`config.mk`:
```
export PLATFORM = sky130hd
export DESIGN_NAME = sample_iterator
export DESIGN_NICKNAME = d
export VERILOG_FILES = /design/src/rtl/raster_pkg.sv /design/src/rtl/box_iter_fsm.sv /design/src/rtl/sample_iterator.sv /design/src/rtl/sample_step.sv
export SDC_FILE = /design/constraint.sdc
export NUM_CORES = 1
export LEC_CHECK = 0
export ABC_CLOCK_PERIOD_IN_PS = 19100
export BUFFER_PORTS_ARGS = -buffer_cell sky130_fd_sc_hd__buf_2
export CORE_AREA = 3 3 283 285
export CTS_CLUSTER_DIAMETER = 50
export CTS_CLUSTER_SIZE = 20
export DETAILED_ROUTE_END_ITERATION = 8
export DIE_AREA = 0 0 286 288
export HOLD_SLACK_MARGIN = 0.02
export SLEW_MARGIN = 20
export SYNTH_ARGS = -nofsm -noshare
export SYNTH_HDL_FRONTEND = slang
export SYNTH_SLANG_ARGS = --single-unit
export TNS_END_PERCENT = 30
```
`constraint.sdc`:
```
create_clock -name clk -period 19.1 [get_ports clk]
set_clock_uncertainty 0.1 [all_clocks]
set_input_delay 0.955 -clock clk [delete_from_list [all_inputs] [get_ports clk]]
set_output_delay 0.955 -clock clk [all_outputs]
set_load 0.03 [all_outputs]
```
`src/rtl/raster_pkg.sv`:
```
// Raster sample iterator shared definitions
// Fixed-point widths, MSAA subsample encoding and iterator state
package raster_pkg;

    // Fixed-point format for coordinates and color channels
    // Integer part is [SIGFIG-1:RADIX], fraction is [RADIX-1:0]
    localparam int SIGFIG = 24;
    localparam int RADIX = 10;

    // Triangle shape, kept opaque by the iterator
    localparam int VERTS = 3;
    localparam int AXIS = 3;
    localparam int COLORS = 3;

    // One-hot MSAA code
    // 1000 one pixel, 0100 half, 0010 quarter, 0001 eighth
    localparam int SUBSAMP_W = 4;

    // Code bit 3 lands on bit RADIX, i.e. one whole pixel
    localparam int SUBSAMP_SHIFT = RADIX - 3;

    // Signed coordinate
    typedef logic signed [SIGFIG-1:0] coord_t;

    // Unsigned color channel
    typedef logic [SIGFIG-1:0] color_t;

    // Waiting for a triangle, or stepping through its box
    typedef enum logic {
        ITER_WAIT = 1'b0,
        ITER_TEST = 1'b1
    } iter_state_t;

endpackage

```
`src/rtl/box_iter_fsm.sv`:
```
// Bounding box iterator control
// Two-state FSM that accepts a triangle, drives the stepper,
// holds the triangle and color, and halts the stage above
`timescale 1ns/100ps

module box_iter_fsm #(
    parameter int SIGFIG = raster_pkg::SIGFIG,
    parameter int VERTS = raster_pkg::VERTS,
    parameter int AXIS = raster_pkg::AXIS,
    parameter int COLORS = raster_pkg::COLORS
) (
    input  logic                       clk,
    input  logic                       rst,

    // Upstream handshake
    input  logic                       valid_tri,

    // Edge flags from the stepper
    input  logic                       at_right,
    input  logic                       at_top,

    // Payload from the bounding box stage
    input  logic signed [SIGFIG-1:0]   tri_in [VERTS-1:0][AXIS-1:0],
    input  logic [SIGFIG-1:0]          color_in [COLORS-1:0],

    // Stepper control
    output logic                       load,
    output logic                       step,

    // Active low halt that freezes upstream while iterating
    output logic                       halt_n,
    output logic                       valid_samp,

    // Payload held for the whole box
    output logic signed [SIGFIG-1:0]   tri_out [VERTS-1:0][AXIS-1:0],
    output logic [SIGFIG-1:0]          color_out [COLORS-1:0]
);

    import raster_pkg::*;

    iter_state_t state;
    iter_state_t state_next;

    // Last sample of the box is on screen this cycle
    logic at_end;

    assign at_end = at_right && at_top;

    // Next state and stepper control
    always_comb begin
        state_next = state;
        load = 1'b0;
        step = 1'b0;
        case (state)
            ITER_WAIT: begin
                // Accept only while idle
                if (valid_tri) begin
                    state_next = ITER_TEST;
                    load = 1'b1;
                end
            end
            ITER_TEST: begin
                if (at_end) begin
                    // Neither load nor step so the stepper parks on lower left
                    state_next = ITER_WAIT;
                end else begin
                    step = 1'b1;
                end
            end
        endcase
    end

    // State plus registered Moore outputs of the next state
    // valid_samp and halt_n flip on the same edge as the state
    always_ff @(posedge clk, posedge rst) begin
        if (rst) begin
            state      <= ITER_WAIT;
            valid_samp <= 1'b0;
            halt_n     <= 1'b1;
        end else begin
            state      <= state_next;
            valid_samp <= (state_next == ITER_TEST);
            halt_n     <= (state_next == ITER_WAIT);
        end
    end

    // Triangle and color capture on accept
    // Held unchanged while upstream inputs wander
    always_ff @(posedge clk) begin
        if (load) begin
            tri_out   <= tri_in;
            color_out <= color_in;
        end
    end

endmodule

```
`src/rtl/sample_iterator.sv`:
```
// Rasterizer sample iterator top level
// Steps one sample per clock across a triangle's bounding box
// at the MSAA rate, holding the triangle and color alongside
`timescale 1ns/100ps

module sample_iterator #(
    parameter int SIGFIG = raster_pkg::SIGFIG,
    parameter int RADIX = raster_pkg::RADIX,
    parameter int VERTS = raster_pkg::VERTS,
    parameter int AXIS = raster_pkg::AXIS,
    parameter int COLORS = raster_pkg::COLORS
) (
    input  logic                              clk,
    input  logic                              rst,

    // From the bounding box stage
    input  logic signed [SIGFIG-1:0]          tri_in [VERTS-1:0][AXIS-1:0],
    input  logic [SIGFIG-1:0]                 color_in [COLORS-1:0],
    input  logic signed [SIGFIG-1:0]          box_in [1:0][1:0],
    input  logic                              valid_tri,
    input  logic [raster_pkg::SUBSAMP_W-1:0]  sub_sample,

    // Back to the bounding box stage
    output logic                              halt_n,

    // To sample test
    output logic signed [SIGFIG-1:0]          tri_out [VERTS-1:0][AXIS-1:0],
    output logic [SIGFIG-1:0]                 color_out [COLORS-1:0],
    output logic signed [SIGFIG-1:0]          sample [1:0],
    output logic                              valid_samp
);

    // FSM to stepper
    logic load;
    logic step;

    // Stepper to FSM
    logic at_right;
    logic at_top;

    sample_step #(
        .SIGFIG     (SIGFIG),
        .RADIX      (RADIX)
    ) sample_step_i (
        .clk        (clk),
        .rst        (rst),
        .load       (load),
        .step       (step),
        .box_in     (box_in),
        .sub_sample (sub_sample),
        .sample     (sample),
        .at_right   (at_right),
        .at_top     (at_top)
    );

    box_iter_fsm #(
        .SIGFIG     (SIGFIG),
        .VERTS      (VERTS),
        .AXIS       (AXIS),
        .COLORS     (COLORS)
    ) box_iter_fsm_i (
        .clk        (clk),
        .rst        (rst),
        .valid_tri  (valid_tri),
        .at_right   (at_right),
        .at_top     (at_top),
        .tri_in     (tri_in),
        .color_in   (color_in),
        .load       (load),
        .step       (step),
        .halt_n     (halt_n),
        .valid_samp (valid_samp),
        .tri_out    (tri_out),
        .color_out  (color_out)
    );

endmodule

```
`src/rtl/sample_step.sv`:
```
// Sample point stepper for the bounding box iterator
// Holds the box, walks the sample left to right, bottom to top,
// and flags when the sample reaches the right or top edge
`timescale 1ns/100ps

module sample_step #(
    parameter int SIGFIG = raster_pkg::SIGFIG,
    parameter int RADIX = raster_pkg::RADIX
) (
    input  logic                              clk,
    input  logic                              rst,

    // Control from the FSM
    input  logic                              load,
    input  logic                              step,

    // Box corners as [corner][axis] with corner 0 at lower left
    input  logic signed [SIGFIG-1:0]          box_in [1:0][1:0],

    // One-hot MSAA code held static for a triangle
    input  logic [raster_pkg::SUBSAMP_W-1:0]  sub_sample,

    // Current sample with x in [0] and y in [1]
    output logic signed [SIGFIG-1:0]          sample [1:0],
    output logic                              at_right,
    output logic                              at_top
);

    import raster_pkg::*;

    // Package shift assumes the package radix
    // Rebase onto this instance's radix
    localparam int STEP_SHIFT = SUBSAMP_SHIFT + RADIX - raster_pkg::RADIX;

    // Box captured at accept
    logic signed [SIGFIG-1:0] box_q [1:0][1:0];

    // Distance between neighbouring samples
    logic signed [SIGFIG-1:0] step_size;

    // Candidate samples
    logic signed [SIGFIG-1:0] right_x;
    logic signed [SIGFIG-1:0] up_y;
    logic signed [SIGFIG-1:0] sample_next [1:0];

    // Zero-extend the code and shift it into the fraction
    assign step_size = SIGFIG'(sub_sample) << STEP_SHIFT;

    assign right_x = sample[0] + step_size;
    assign up_y    = sample[1] + step_size;

    // Edge compares against the stored upper right corner
    // At-or-beyond so a box not aligned to the step still ends
    assign at_right = (sample[0] >= box_q[1][0]);
    assign at_top   = (sample[1] >= box_q[1][1]);

    // Next sample select
    always_comb begin
        if (load) begin
            // First sample is the lower left corner of the new box
            sample_next[0] = box_in[0][0];
            sample_next[1] = box_in[0][1];
        end else if (step) begin
            if (at_right) begin
                // Wrap back to min x one row up
                sample_next[0] = box_q[0][0];
                sample_next[1] = up_y;
            end else begin
                // One step right on the same row
                sample_next[0] = right_x;
                sample_next[1] = sample[1];
            end
        end else begin
            // Park on the lower left corner when idle or finished
            sample_next[0] = box_q[0][0];
            sample_next[1] = box_q[0][1];
        end
    end

    // Box register
    always_ff @(posedge clk, posedge rst) begin
        if (rst) begin
            box_q <= '{default: '0};
        end else if (load) begin
            box_q <= box_in;
        end
    end

    // Sample register
    always_ff @(posedge clk, posedge rst) begin
        if (rst) begin
            sample[0] <= '0;
            sample[1] <= '0;
        end else begin
            sample[0] <= sample_next[0];
            sample[1] <= sample_next[1];
        end
    end

endmodule

```
==> impl_metrics.toml <==
[sta]
slew_viol_final = 0
fin_crit_sh_pct = 18.9
max_freq_ghz = 0.277
setup_tns_ps = 0
setup_viol = 0
tightest_slew_ps = 1060
period_minus_slack_ps = 3610
rsz0062_at_grt = "false"
slew_headroom_pct = 28.9
hold_viol = 0
holdWs_ps = 369

[floorplan]
core_sq_mm = 0.0776
fp-row-count = 102
fp.dieH_microns = 288
start_util_pct = 20.8
die-area_sq_mm = 0.0824
pin_count = 729
die_w_microns = 286

[cells_and_area]
syn_to_final_growth_pct = 44.0
nets = 2318
drive_above_1_share_pct = 45.3
layout_commonest_cell = "buf_2"
postLayoutCellArea_sq_mm = 0.0233
layout_common_cells = "buf_2, edfxtp_1, nand2_1, dfrtp_1, o21ai_0"
fin_util_pct = 30.0

[yosys]
synth_top_area_share_pct = 53.6
yosys-top-cells-area = "edfxtp_1, dfrtp_1, nand2_1"
syn-mean-instance-area_sq_um = 14.6
synthArstFlopShare_pct = 33.6
synth.distinct_cells = 50
yosysSeqAreaShare_pct = 76.2
synth_adder_area_share_pct = 4.59
synthSimpleGateAreaFrac_pct = 8.63
synth_edf_count = 288
synthesis.area_sq_mm = 0.0161
synth_compound_area_share_pct = 5.74
synthFlopType = "edfxtp_1"
synth-seq-cells = 434
yosys_warnings = 0
synth.area.mux_share_pct = 1.29
synth_nets = 1555
synth_top_cell_by_area = "edfxtp_1"
synth-xor-area-share_pct = 1.14
synth_top_family_by_area = "simple AND/OR/NAND/NOR gates"
synthCells = 1106

[clock_network]
cts_tree = "done"
clock_latency_ps = 630
hold_buffers = 0
cts_buffer_depth = 3
root_buffer = "clkbuf_16"
clock_sinks = 434
clk_pin_slew_ps = 70
cts_resized = 0
htreeDepth = 2
postCtsSetupBuffers = 0
cts_made_buffers = 59

[place]
place.gp.congestion = 0.888
port_buffers = 728
hpwl_microns = 59100
placed_area_sq_mm = 0.0210

[power_and_ir_drop]
power_frac_comb_pct = 34.3
power.density_mw_per_mm2 = 174
cellLeakagePower_uw = 0.0104
switchingPower_uw = 1620
p_int_uw = 2420
p_clk_share_pct = 29.8
p_seq_share_pct = 35.9
switching_share_pct = 40.1
ir_drop_mv = 0.109

[global_routing]
grt_util_met2_pct = 27.4
top_usage_layer = "met2"
gr-total-overflow = 0
grt_max_degree = 166
first_global_vias = 11700
use_met1_pct = 18.4
met3_usage_pct = 11.7
antenna_found_initial = 55
track_usage_pct = 17.1
grt_pass1_wl_microns = 96600

[flow_run]
maxCapViolations = 0

[critical_path]
critical_path.endpoint_type = "flip-flop"
cp_max_fo = 15
start_kind = "flip-flop"
slowest_stage = "nor2_1"
crit_path_max_incr_delay_ps = 870
worstPathArrival_ps = 4000
crit_type = "flip-flop to flip-flop"
cp_cell_sequence = "ha_1 -> nand4_1 -> nor4_1 -> o21ai_0 -> a41oi_1 -> nor2_1 -> nor2_1 -> o21ai_0 -> o211ai_1"
required_ps = 19490

[routing]
drc_errors = 0
initialDrtViolationCount = 742
vias = 12200
dr.pass1.iters = 5
finalWirelength_microns = 74000
postRouteAntennaNets = 0
viasPerCell = 4.10
wl_per_cell_microns = 25.0

[status]
status = "complete, no violations"

[hold_path]
hold_class = "flip-flop to flip-flop"
[synthesized netlist by cell type (3+ instances only)]
cell	count
and2_1	5
a22oi_1	8
nand4_1	8
clkbuf_1	21
nor2b_1	5
ha_1	56
buf_1	5
a21o_1	11
xnor2_1	12
nand2_1	216
a21oi_1	28
xor2_1	9
a32oi_1	4
nor2_1	31
nand3_1	34
inv_1	67
o211ai_1	6
dfrtp_1	145
o21ai_0	68
nand2b_1	4
a41oi_1	3
and3_1	5
a221o_1	7
nor4_1	3
edfxtp_1	288
nor3_1	5
buf_2	3
mux2_2	16
a31oi_1	6
[routing by layer]
| metal | part of all wire [%] | up-vias |
|---|---|---|
| li1 | - | 5495 |
| met1 | 35 | 5863 |
| met2 | 46 | 605 |
| met3 | 16 | 154 |
| met4 | 2.7 | 34 |
| met5 | 0.30 | - |
[path summary, 6_finish.rpt]
check                                                    from                                    to  slack [ps]  depth (start not counted)
max                        sample_step_i.sample[15]$_DFF_PP0_  sample_step_i.sample[38]$_DFFE_PP0P_       15490                          9
min                        sample_step_i.box_q[1]$_DFFE_PP0P_    sample_step_i.box_q[1]$_DFFE_PP0P_         370                          2
max reg2reg                sample_step_i.sample[15]$_DFF_PP0_  sample_step_i.sample[38]$_DFFE_PP0P_       15490                          9
min reg2reg                sample_step_i.box_q[1]$_DFFE_PP0P_    sample_step_i.box_q[1]$_DFFE_PP0P_         370                          2
max in group asynchronous                                 rst   sample_step_i.box_q[33]$_DFFE_PP0P_       17110                          3
min in group asynchronous                                 rst    sample_step_i.box_q[3]$_DFFE_PP0P_         400                          2
[metrics by stage]
stage	setup WS (ps)	std cells	power [uW]
2_1_floorplan	8850	1106	2400
3_3_place_gp	15340	2848	2850
3_5_place_dp	15290	2848	2870
4_1_cts	15250	2959	4100
5_1_grt	15050	2961	4280
6_report	15490	2966	4050
[sequential cells by signal (all words and copies together) (netlist names)]
name and count:
box_iter_fsm_i.tri_out 216, box_iter_fsm_i.valid_samp 1, sample_step_i.box_q 96, box_iter_fsm_i.halt_n 1, sample_step_i.sample 48, box_iter_fsm_i.color_out 72
[layout make-up]
type	instances	area [sq um]
fill	8000	54300
tap	1040	1300
clock inverter	49	674
antenna	7	17.5
sequential	434	12300
timing repair buffer	733	3710
clock buffer	62	1510
multi-input combinational	573	3470
inverter	68	268
[kinds of logic (layout without fill, tap and decap cells)]
group / after synthesis / count (layout)
simple gates: 324 / 324
compound gates: 152 / 152
flops: 434 / 434
buf+inv: 99 / 912
fa+ha+maj: 58 / 58
other cells: 0 / 7
xor+xnor: 21 / 21
mux: 18 / 18
[critical path: cells and delay by family (launching register included)]
family          cells  cell delay [ps]
flops               1              430
simple gates        4             1710
fa+ha+maj           1              340
compound gates      4              900
[power groups by stage]
stage          Sequential, uW  Combinational (uW)  Clock (uW)
4_1_cts                  1450                1410        1240
3_5_place_dp             1470                1400           0
2_1_floorplan            1780                 625           0
6_report                 1450                1390        1200
3_3_place_gp             1460                1390           0
5_1_grt                  1480                1530        1280
Power figures use the tool's default switching activity.
